### src/design/fetch_pkg.sv
// Fetch definitions: address width, instruction word,
// controller state type and the packet handed out per instruction
package fetch_pkg;

    //////////////////////////////////////////////////
    // Basic widths
    //////////////////////////////////////////////////

    // Byte address width
    parameter int ADDR_BITS = 32;

    // One instruction word
    typedef logic [31:0] inst_t;

    //////////////////////////////////////////////////
    // Controller state and output packet
    //////////////////////////////////////////////////

    // Fetch controller states
    // request   = line load on the bus until a tag comes back
    // wait_data = waiting for the reply with the kept tag
    // deliver   = instruction presented from the line buffer
    typedef enum logic [1:0] {
        request   = 2'h0,
        wait_data = 2'h1,
        deliver   = 2'h2
    } fetch_state_t;

    // Instruction with its own PC, 64 bits in all
    typedef struct packed {
        inst_t                 inst;
        logic [ADDR_BITS-1:0]  pc;
    } fetch_packet_t;

endpackage

### src/design/mem_bus_pkg.sv
// Memory bus definitions: command and tag types, line width,
// and the line union shared by loads and instruction fetch
package mem_bus_pkg;

    //////////////////////////////////////////////////
    // Bus command and tag
    //////////////////////////////////////////////////

    // Command driven toward memory, two bits on the wire
    typedef enum logic [1:0] {
        bus_none  = 2'h0,
        bus_load  = 2'h1,
        bus_store = 2'h2
    } bus_cmd_t;

    // Transaction tag
    // Zero on mem_response means busy, zero on mem_tag means no reply
    typedef logic [3:0] mem_tag_t;

    //////////////////////////////////////////////////
    // Memory line
    //////////////////////////////////////////////////

    // One memory line is one doubleword
    parameter int LINE_BITS = 64;

    // Loads see the line as one doubleword,
    // fetch sees it as two instruction slots
    // Slot 0 sits at the lower address (bits 31:0)
    typedef union packed {
        logic [LINE_BITS-1:0]                dword;
        logic [1:0][(LINE_BITS/2)-1:0]       slot;
    } mem_line_u;

endpackage
### src/design/mem_req_if.sv
// One requester's link to the memory selector:
// request, acceptance tag and tagged reply
`timescale 1ns/1ps

interface mem_req_if;

    // Request side
    mem_bus_pkg::bus_cmd_t              cmd;
    logic [fetch_pkg::ADDR_BITS-1:0]    addr;
    mem_bus_pkg::mem_line_u             wdata;

    // Bus side
    // Accept tag is nonzero only for the requester that won the bus
    mem_bus_pkg::mem_tag_t              accept_tag;
    // Reply valid excludes load replies
    logic                               reply_valid;
    mem_bus_pkg::mem_tag_t              reply_tag;
    mem_bus_pkg::mem_line_u             reply_line;

    modport requester (
        output cmd, addr, wdata,
        input  accept_tag, reply_valid, reply_tag, reply_line
    );

    modport bus (
        input  cmd, addr, wdata,
        output accept_tag, reply_valid, reply_tag, reply_line
    );

endinterface

### src/design/fetch_top.sv
// Fetch front end top: fetch controller, PC, line buffer and
// memory selector tied to the external bus and the data port
`timescale 1ns/1ps

module fetch_top #(
    parameter logic [fetch_pkg::ADDR_BITS-1:0] RESET_PC = '0
) (
    input  logic                                 clock,
    input  logic                                 reset,
    // External memory bus
    input  mem_bus_pkg::mem_tag_t                mem_response,
    input  mem_bus_pkg::mem_tag_t                mem_tag,
    input  logic [mem_bus_pkg::LINE_BITS-1:0]    mem_data,
    output mem_bus_pkg::bus_cmd_t                mem_cmd,
    output logic [fetch_pkg::ADDR_BITS-1:0]      mem_addr,
    output logic [mem_bus_pkg::LINE_BITS-1:0]    mem_wdata,
    // Load and store port
    input  logic                                 data_valid,
    input  logic                                 data_store,
    input  logic [fetch_pkg::ADDR_BITS-1:0]      data_addr,
    input  logic [mem_bus_pkg::LINE_BITS-1:0]    data_wdata,
    output logic                                 data_ready,
    output logic                                 load_valid,
    output mem_bus_pkg::mem_line_u               load_data,
    // Instruction port
    input  logic                                 inst_ready,
    output logic                                 inst_valid,
    output fetch_pkg::fetch_packet_t             inst_packet,
    // Taken branch
    input  logic                                 redirect_valid,
    input  logic [fetch_pkg::ADDR_BITS-1:0]      redirect_pc
);

    //////////////////////////////////////////////////
    // Internal wires
    //////////////////////////////////////////////////

    logic [fetch_pkg::ADDR_BITS-1:0] pc;
    logic                            pc_advance;
    logic                            pc_load;
    logic                            line_hit;
    logic                            buffer_fill;

    // Fetch side of the memory selector
    mem_req_if fetch_bus ();

    fetch_ctrl fetch_ctrl_0 (
        .clock          (clock),
        .reset          (reset),
        .bus            (fetch_bus.requester),
        .pc             (pc),
        .pc_advance     (pc_advance),
        .pc_load        (pc_load),
        .line_hit       (line_hit),
        .buffer_fill    (buffer_fill),
        .inst_ready     (inst_ready),
        .redirect_valid (redirect_valid),
        .inst_valid     (inst_valid)
    );

    pc_counter #(
        .RESET_PC (RESET_PC)
    ) pc_counter_0 (
        .clock       (clock),
        .reset       (reset),
        .pc_advance  (pc_advance),
        .pc_load     (pc_load),
        .redirect_pc (redirect_pc),
        .pc          (pc)
    );

    // Line comes straight off the reply wires
    fetch_buffer fetch_buffer_0 (
        .clock       (clock),
        .reset       (reset),
        .buffer_fill (buffer_fill),
        .reply_line  (fetch_bus.reply_line),
        .pc          (pc),
        .line_hit    (line_hit),
        .inst_packet (inst_packet)
    );

    mem_arbiter mem_arbiter_0 (
        .clock        (clock),
        .reset        (reset),
        .fetch        (fetch_bus.bus),
        .data_valid   (data_valid),
        .data_store   (data_store),
        .data_addr    (data_addr),
        .data_wdata   (data_wdata),
        .data_ready   (data_ready),
        .load_valid   (load_valid),
        .load_data    (load_data),
        .mem_response (mem_response),
        .mem_tag      (mem_tag),
        .mem_data     (mem_data),
        .mem_cmd      (mem_cmd),
        .mem_addr     (mem_addr),
        .mem_wdata    (mem_wdata)
    );

endmodule

### src/design/mem_arbiter.sv
// Memory selector with data port priority over instruction fetch
// and tracking of the single outstanding load
`timescale 1ns/1ps

module mem_arbiter (
    input  logic                                 clock,
    input  logic                                 reset,
    mem_req_if.bus                               fetch,
    input  logic                                 data_valid,
    input  logic                                 data_store,
    input  logic [fetch_pkg::ADDR_BITS-1:0]      data_addr,
    input  logic [mem_bus_pkg::LINE_BITS-1:0]    data_wdata,
    output logic                                 data_ready,
    output logic                                 load_valid,
    output mem_bus_pkg::mem_line_u               load_data,
    input  mem_bus_pkg::mem_tag_t                mem_response,
    input  mem_bus_pkg::mem_tag_t                mem_tag,
    input  logic [mem_bus_pkg::LINE_BITS-1:0]    mem_data,
    output mem_bus_pkg::bus_cmd_t                mem_cmd,
    output logic [fetch_pkg::ADDR_BITS-1:0]      mem_addr,
    output logic [mem_bus_pkg::LINE_BITS-1:0]    mem_wdata
);

    logic                  load_pending;
    mem_bus_pkg::mem_tag_t load_tag;
    logic                  data_go;
    logic                  load_accepted;

    // Data port may only use the bus with no load outstanding
    assign data_go = data_valid && !load_pending;

    //////////////////////////////////////////////////
    // Bus select
    //////////////////////////////////////////////////

    // A valid data request holds fetch off the bus
    // even when it is itself blocked by a pending load
    always_comb begin
        if (data_valid) begin
            if (!data_go) begin
                mem_cmd = mem_bus_pkg::bus_none;
            end else if (data_store) begin
                mem_cmd = mem_bus_pkg::bus_store;
            end else begin
                mem_cmd = mem_bus_pkg::bus_load;
            end
            mem_addr  = data_addr;
            mem_wdata = data_wdata;
        end else begin
            mem_cmd   = fetch.cmd;
            mem_addr  = fetch.addr;
            mem_wdata = fetch.wdata.dword;
        end
    end

    // Accept tag goes to the winner only
    assign data_ready       = data_go && (mem_response != '0);
    assign fetch.accept_tag = data_valid ? '0 : mem_response;
    assign load_accepted    = data_ready && !data_store;

    //////////////////////////////////////////////////
    // Replies
    //////////////////////////////////////////////////

    // Same cycle as the tagged reply
    assign load_valid      = load_pending && (mem_tag == load_tag);
    assign load_data.dword = mem_data;

    // Any other tagged reply may belong to fetch
    assign fetch.reply_valid      = (mem_tag != '0) && !load_valid;
    assign fetch.reply_tag        = mem_tag;
    assign fetch.reply_line.dword = mem_data;

    always_ff @(posedge clock) begin
        if (reset) begin
            load_pending <= 1'b0;
        end else if (load_valid) begin
            load_pending <= 1'b0;
        end else if (load_accepted) begin
            load_pending <= 1'b1;
        end
    end

    // Tag of the accepted load
    always_ff @(posedge clock) begin
        if (load_accepted) begin
            load_tag <= mem_response;
        end
    end

endmodule

### src/design/fetch_buffer.sv
// One-line fetch buffer: last fetched line and its address,
// line hit test and slot selection
`timescale 1ns/1ps

module fetch_buffer (
    input  logic                            clock,
    input  logic                            reset,
    input  logic                            buffer_fill,
    input  mem_bus_pkg::mem_line_u          reply_line,
    input  logic [fetch_pkg::ADDR_BITS-1:0] pc,
    output logic                            line_hit,
    output fetch_pkg::fetch_packet_t        inst_packet
);

    // Line address drops the 3 byte offset bits
    localparam int TAG_BITS = fetch_pkg::ADDR_BITS - 3;

    mem_bus_pkg::mem_line_u line;
    logic [TAG_BITS-1:0]    line_addr;
    logic                   line_valid;

    // Stored data and address
    always_ff @(posedge clock) begin
        if (buffer_fill) begin
            line      <= reply_line;
            line_addr <= pc[fetch_pkg::ADDR_BITS-1:3];
        end
    end

    // Valid mark survives redirects, the held line is still good data
    always_ff @(posedge clock) begin
        if (reset) begin
            line_valid <= 1'b0;
        end else if (buffer_fill) begin
            line_valid <= 1'b1;
        end
    end

    assign line_hit = line_valid && (line_addr == pc[fetch_pkg::ADDR_BITS-1:3]);

    // PC bit 2 picks the slot
    assign inst_packet.inst = line.slot[pc[2]];
    assign inst_packet.pc   = pc;

endmodule

### src/design/pc_counter.sv
// Program counter with reset value, step and redirect load
`timescale 1ns/1ps

module pc_counter #(
    // Start address, 4-byte aligned
    parameter logic [fetch_pkg::ADDR_BITS-1:0] RESET_PC = '0
) (
    input  logic                            clock,
    input  logic                            reset,
    input  logic                            pc_advance,
    input  logic                            pc_load,
    input  logic [fetch_pkg::ADDR_BITS-1:0] redirect_pc,
    output logic [fetch_pkg::ADDR_BITS-1:0] pc
);

    // One instruction is four bytes
    localparam logic [fetch_pkg::ADDR_BITS-1:0] INST_BYTES = 4;

    // Load beats advance
    always_ff @(posedge clock) begin
        if (reset) begin
            pc <= RESET_PC;
        end else if (pc_load) begin
            pc <= redirect_pc;
        end else if (pc_advance) begin
            pc <= pc + INST_BYTES;
        end
    end

endmodule

### src/design/fetch_ctrl.sv
// Fetch state machine: line requests, tag waits, delivery
// and redirect flushes
`timescale 1ns/1ps

module fetch_ctrl (
    input  logic                            clock,
    input  logic                            reset,
    mem_req_if.requester                    bus,
    input  logic [fetch_pkg::ADDR_BITS-1:0] pc,
    output logic                            pc_advance,
    output logic                            pc_load,
    input  logic                            line_hit,
    output logic                            buffer_fill,
    input  logic                            inst_ready,
    input  logic                            redirect_valid,
    output logic                            inst_valid
);

    fetch_pkg::fetch_state_t state;
    fetch_pkg::fetch_state_t state_next;

    // Tag of the fetch in flight, zero when nothing is owed to us
    mem_bus_pkg::mem_tag_t kept_tag;

    logic issue;
    logic accepted;
    logic reply_match;
    logic transfer;

    //////////////////////////////////////////////////
    // Bus request
    //////////////////////////////////////////////////

    // Only ask for the line if the buffer does not already hold it
    // No new request in a redirect cycle, the PC is about to change
    assign issue = (state == fetch_pkg::request) && !line_hit && !redirect_valid;

    assign bus.cmd   = issue ? mem_bus_pkg::bus_load : mem_bus_pkg::bus_none;
    // Line aligned address
    assign bus.addr  = {pc[fetch_pkg::ADDR_BITS-1:3], 3'b000};
    assign bus.wdata = '0;

    // Busy answer is a zero tag, so keep driving until nonzero
    assign accepted = issue && (bus.accept_tag != '0);

    // Stale replies carry an old tag and never match
    assign reply_match = (state == fetch_pkg::wait_data)
                      && bus.reply_valid
                      && (bus.reply_tag == kept_tag);

    assign buffer_fill = reply_match;

    //////////////////////////////////////////////////
    // Instruction handshake
    //////////////////////////////////////////////////

    // Valid only while the buffered line covers the PC
    assign inst_valid = (state == fetch_pkg::deliver) && line_hit;

    // Redirect wins, a transfer in that cycle is not counted
    assign transfer   = inst_valid && inst_ready && !redirect_valid;
    assign pc_advance = transfer;
    assign pc_load    = redirect_valid;

    //////////////////////////////////////////////////
    // Next state
    //////////////////////////////////////////////////

    always_comb begin
        state_next = state;
        case (state)
            fetch_pkg::request: begin
                // Redirect back into the buffered line needs no bus trip
                if (line_hit) begin
                    state_next = fetch_pkg::deliver;
                end else if (accepted) begin
                    state_next = fetch_pkg::wait_data;
                end
            end
            fetch_pkg::wait_data: begin
                if (reply_match) begin
                    state_next = fetch_pkg::deliver;
                end
            end
            fetch_pkg::deliver: begin
                // Second slot of the line stays here, next line goes out
                if (!line_hit) begin
                    state_next = fetch_pkg::request;
                end
            end
            default: begin
                state_next = fetch_pkg::request;
            end
        endcase
        // Flush from any state
        if (redirect_valid) begin
            state_next = fetch_pkg::request;
        end
    end

    // Reset lands in deliver with an empty buffer
    // so the bus stays quiet until the first cycle after reset
    always_ff @(posedge clock) begin
        if (reset) begin
            state    <= fetch_pkg::deliver;
            kept_tag <= '0;
        end else begin
            state <= state_next;
            if (redirect_valid) begin
                kept_tag <= '0;
            end else if (accepted) begin
                kept_tag <= bus.accept_tag;
            end
        end
    end

endmodule

### config.mk
export PLATFORM = sky130hd
export DESIGN_NAME = fetch_top
export DESIGN_NICKNAME = d
export VERILOG_FILES = /design/src/design/fetch_pkg.sv /design/src/design/mem_bus_pkg.sv /design/src/design/mem_req_if.sv /design/src/design/fetch_top.sv /design/src/design/mem_arbiter.sv /design/src/design/fetch_buffer.sv /design/src/design/pc_counter.sv /design/src/design/fetch_ctrl.sv
export SDC_FILE = /design/constraint.sdc
export NUM_CORES = 1
export LEC_CHECK = 0
export ABC_AREA = 1
export ABC_CLOCK_PERIOD_IN_PS = 8900
export BUFFER_PORTS_ARGS = -buffer_cell sky130_fd_sc_hd__buf_2
export CELL_PAD_IN_SITES_DETAIL_PLACEMENT = 0
export CELL_PAD_IN_SITES_GLOBAL_PLACEMENT = 1
export CORE_MARGIN = 8
export CORE_UTILIZATION = 33
export DETAILED_ROUTE_END_ITERATION = 8
export HOLD_SLACK_MARGIN = 0.12
export PLACE_DENSITY = 0.95
export SLEW_MARGIN = 10
export SYNTH_ARGS = -nofsm -noshare
export SYNTH_HDL_FRONTEND = slang
export SYNTH_SLANG_ARGS = --single-unit
export TNS_END_PERCENT = 100
### constraint.sdc
create_clock -name clock -period 8.9 [get_ports clock]
set_input_delay 1.78 -clock clock [delete_from_list [all_inputs] [get_ports clock]]
set_output_delay 1.78 -clock clock [all_outputs]
set_load 0.1 [all_outputs]
# [Yosys cells after proc, flatten, opt, wreduce, memory -nomap -nowiden]
# Cells that the tools add are included.
[totals] regBits=137 latchBits=0 ram_bits=0 romBits=0 input_bits=206 out_inout_bits=229 word_cells=67 mem_count=0
[op_classes] n_addsub=1 multipliers=0 div=0 magnitude_cmp=1 eq_ne=11 shift=0 mux=17 bitwise_logic=0 reduce_logical=28
[op_table] cell="$mux 32" n=5
[op_table] cell="$mux 64" n=1
[op_table] cell="$add 32x3->32 const B" n=1
[op_table] cell="$eq 29x29->1" n=1
[op_table] cell="$mux 2" n=8
[op_table] cell="$logic_and 1x1->1" n=14
[op_table] cell="$reduce_bool 4->1" n=3
[op_table] cell="$eq 4x4->1" n=2
[op_table] cell="$ne 3x3->1 const B" n=2
[op_table] cell="$pmux 2 s3" n=1
[op_table] cell="$reduce_and 3->1" n=2
[op_table] cell="$logic_not 1->1" n=5
[op_table] cell="$mux 4" n=1
[op_table] cell="$ne 2x2->1 const B" n=2
[op_table] cell="$ne 4x2->1 const B" n=1
[op_table] cell="$reduce_or 2->1" n=2
[op_table] cell="$ne 3x1->1 const B" n=1
[op_table] cell="$eq 2x1->1 const B" n=1
[op_table] cell="$eq 2x2->1 const B" n=1
[op_table] cell="$logic_not 2->1" n=1
[op_table] cell="$lt 1x2->1 const B" n=1
[op_table] cell="$reduce_bool 2->1" n=1
[op_table] cell="$mux 1" n=1

# [Longest topological paths before layout]
[depth] ltp_word=10 ltp_mapped=15 depth_no_buf=14

# [By module]
# Synthesis repeated with hierarchy kept, for this count alone.
[unflattened] hier_cells=1119 area_unflattened_um2=10187.3
[modules_own_cells] module="fetch_buffer" instances=1 cells_per_inst=319 area_per_inst_um2=4202.8 seq_area_each_um2=2812.7
[modules_own_cells] module="mem_arbiter" instances=1 cells_per_inst=302 area_per_inst_um2=2750.1 seq_area_each_um2=140.1
[modules_own_cells] module="pc_counter" instances=1 cells_per_inst=331 area_per_inst_um2=2107.0 seq_area_each_um2=640.6
[modules_own_cells] module="fetch_ctrl" instances=1 cells_per_inst=167 area_per_inst_um2=1127.3 seq_area_each_um2=120.1

# [Worst setup path after synthesis]
# Ideal clock, no wire load.
[synth_timing] kind="input-to-output" start="in data_valid" end="out mem_addr[27] (netlist name)" arrival_ns=4.290 setup_slack_ns=2.830 cell_stages=3 path_buffers=2 cell_sequence="clkbuf_1 clkbuf_1 o21ai_0"
[synth_via] elab_chain_cells=1
[synth_rtl] element="start, declared" line="fetch_top.sv:18" rtl="input logic data_valid,"
[synth_rtl] element="$mux 32" line="mem_arbiter.sv:39" rtl="if (data_valid) begin"
[synth_rtl] element="end, declared" line="fetch_top.sv:15" rtl="output logic [fetch_pkg::ADDR_BITS-1:0] mem_addr,"
# Every way passes these cells.

# [Worst setup path in the final report]
[layout_timing] start="in data_valid" end="out mem_cmd[0]"
[layout_via] elab_chain_cells=3
[layout_rtl] element="$logic_and 1x1->1" line="mem_arbiter.sv:30" rtl="assign data_go = data_valid && !load_pending;"
[layout_rtl] element="$mux 2" line="mem_arbiter.sv:40" rtl="if (!data_go) begin"
[layout_rtl] element="$mux 2 *" line="mem_arbiter.sv:39"
[layout_rtl] element="end, declared" line="fetch_top.sv:14" rtl="output mem_bus_pkg::bus_cmd_t mem_cmd,"
# Mark *: on every way between the ends. The rest lies on a longest branch, timed or not.

==> metrics.txt <==
outcome completed; Ports between 400 and 500; grt met3 use ~7%; routability cong. 0.861; Slowest-stage cell, CP buf_4; Post-synth top cells 445 x nand2_1, 146 x inv_1, 133 x nor2_1, 97 x edfxtp_1, 65 x buf_4; initial antenna violation count 3; CP Class in2out; sw frac a little over two fifths; total of max-cap violations 0; Iteration-0 DRC Markers 610; Hold Path Class reg2reg; crit path capture mem_cmd[0]; Bufs and invs on worst path 3; Fillers 2476; average size of a mapped cell between 7 and 8 µm²; Critical Path RT 7120 ps; Die Ht approximately 170 µm; via-per-instance ratio 4.60; Synth top area share a little over a third; vias in the first global route approximately 8.6k; synthesized instance count ~1.2k; R2R setup slack approximately 6100 ps; core area roughly 0.024 mm²; total clock sinks ~140; drt first pass iters 5; endpoints failing setup 0; Seq pwr share between 30 and 40%; Critical Path Sink Type output pin; most numerous cell in the Yosys netlist nand2_1; Pins Over Slew Limit 0; post-synthesis sequential area ratio a little under half; number of synthesized flops with an enable pin 97; number of cells on the critical path 5; Die ar. a little over 0.03 mm²; cts hold-fix bufs 0; leakage about 0.006 µW; Design Area, Final 0.0108 mm²; CP startpoint kind input pin; combinational power share around a third; clk_lat worst skew 430 ps; first-pass GRT wire length ~46 mm; measured slew at the worst slew-check pin roughly 1100 ps; Initial Util about a third; WL per Instance approximately 16 µm; Clock transition at path regs around 60 ps; library cells used by synthesis 31; Non-Filler Instances 1858; mapped cell area ~0.008 mm²; Area after DPL 0.0102 mm²; crit-path max cell delay 680 ps; post-layout net count ~1.7k; remaining antenna violation count 0; Final Hold Violating Endpoints 0; Resized cells post-CTS 0; CTS tree built; Crit path arrival time roughly 3600 ps; setup_tns 0 ps; grt total ovfl 0; CTS root buf clkbuf_16; Net Switching approximately 930 µW; critical path's top delay family buffers and inverters; CP most frequent cell buf_4; placed insts approximately 1.8k; post-DP HPWL roughly 23 mm; area leader, netlist edfxtp_1; Setup Skew ~16 ps; Power Internal 1240 µW; Max Clk Rate 0.187 GHz; asr flop ratio synth 0%; TritonCTS Buffers 17; Worst Reg-to-Reg Cells 15; Layout area overhead 31.3%; met1 usage 20.6%; setup slack at placement 3500 ps; period utilization between 60% and 70%; largest net degree at the start of global routing 93; routed via count approximately 8.5k; share of cells above drive strength 1 about a third; Worst R2R Start pc_counter_0.pc[2]$_SDFFE_PP0P_; Overall Global Routing Usage 18.8%; launch point of the worst path data_valid; Peak VDD IR roughly 0.11 mV; Port Buffers roughly 430; grt peak-use layer met2; FF-to-FF End pc_counter_0.pc[26]$_SDFFE_PP0P_; synth top area cells edfxtp_1 35%, nand2_1 20%, dfxtp_1 9.8%; Die Width 174 µm; Max transition margin about a quarter; Synth Register Bits ~140; Max clock buf depth 2; setup ws final between 3000 and 4000 ps; CP Cell Sequence buf_4 > buf_4 > nand3_1 > nand2_1 > buf_2; minimum clock period 5350 ps; met2 Usage GRT between 30% and 40%; Clock power frac a little over a third; # DRC 0; Core Rows 57; Pwr Density between 200 and 250 mW/mm²; Primary FF master, synth edfxtp_1; Yosys warning count 0; H-tree levels 4; post-synth net total 1374; drt total wl around 30 mm; number of setup buffers added after CTS 0; RSZ-0062 raised after global routing false; CP max FO 92
[layout by cell type (no fill, tap or decap), drive strengths merged]
cell	n
a21oi	32
a31oi	9
buf	438
bufinv	2
clkbuf	17
clkinv	5
dfxtp	40
diode	3
edfxtp	97
ha	1
inv	167
nand2	446
nand3	55
nand3b	1
nand4	11
nor2	135
nor3	13
nor4	1
o21ai	40
o22ai	2
o31ai	1
or2	1
xnor2	6
xor2	11
[area by class of cell]
class	instances	area, µm²	area share, %
Inverter	159	599	5.56
Timing Repair Buffer	438	2200	20.5
Antenna cell	3	7.51	0.0696
Tap cell	324	405	3.76
Multi-Input combinational cell	765	3230	30.0
Clock inverter	15	194	1.80
Sequential cell	137	3710	34.4
Clock buffer	17	425	3.95
[metrics by stage]
stage,total power [µW],hold WS [ps],utilization (%)
2_1_floorplan,1300,441,-
3_3_place_gp,1430,451,41.6
3_5_place_dp,1430,461,41.6
4_1_cts,2180,476,44.2
5_1_grt,2240,502,44.2
6_report,2170,474,44.2
[power groups by stage]
| stage | sequential (µW) | combinational [µW] | clock [µW] |
|---|---|---|---|
| floorplan | 799 | 505 | 0 |
| global placement | 730 | 701 | 0 |
| detailed placement | 730 | 704 | 0 |
| CTS | 716 | 705 | 762 |
| global route | 719 | 734 | 785 |
| finish | 716 | 700 | 752 |
[sequential cells by signal, summed over array words and instances, names as in the netlist]
| name | count |
|---|---|
| fetch_buffer_0.line | 64 |
| pc_counter_0.pc | 32 |
| fetch_buffer_0.line_addr | 29 |
| fetch_ctrl_0.kept_tag | 4 |
| mem_arbiter_0.load_tag | 4 |
| fetch_ctrl_0.state | 2 |
| fetch_buffer_0.line_valid | 1 |
| mem_arbiter_0.load_pending | 1 |
[worst min path at each step]
stage               cells past startpoint                                      to                                    from
CTS                                     2  fetch_buffer_0.line_valid$_SDFFE_PP0P_  fetch_buffer_0.line_valid$_SDFFE_PP0P_
global placement                        2  fetch_buffer_0.line_valid$_SDFFE_PP0P_  fetch_buffer_0.line_valid$_SDFFE_PP0P_
detailed placement                      2  fetch_buffer_0.line_valid$_SDFFE_PP0P_  fetch_buffer_0.line_valid$_SDFFE_PP0P_
floorplan                               2  fetch_buffer_0.line_valid$_SDFFE_PP0P_  fetch_buffer_0.line_valid$_SDFFE_PP0P_
finish                                  2  fetch_buffer_0.line_valid$_SDFFE_PP0P_  fetch_buffer_0.line_valid$_SDFFE_PP0P_
global route                            2   fetch_ctrl_0.kept_tag[2]$_SDFFE_PP0P_   fetch_ctrl_0.kept_tag[2]$_SDFFE_PP0P_
[metal layers]
metal | wire (µm) | vias to the layer above
li1 | - | 4269
met1 | 11600 | 3831
met2 | 14500 | 397
met3 | 2870 | 46
met4 | 780 | 2
met5 | 13 | -
[worst reg2reg max path, stage by stage (launching register included)]
cell and delay [ps]:
dfxtp_1 320, buf_4 380, ha_1 240, nand2_1 100
nor2_4 200, nand2_1 130, nor2_1 320, nand2_1 150
nor2_1 290, nand2_1 100, nand2_1 80, nand2_1 70
nand2_1 70, nand2_1 60, a21oi_1 110, nor2_1 60
[kinds of logic (layout without fill, tap and decap cells)]
logic type,count (synthesis),in the layout,synth area share (%)
fa+ha+maj,1,1,0.152
flops,137,137,45.2
compound gates,84,84,5.32
xor+xnor,17,17,1.81
buf+inv,265,629,15.4
other cells,0,3,0
simple gates,663,663,32.1
No activity file was read; power rests on OpenSTA's default activity.
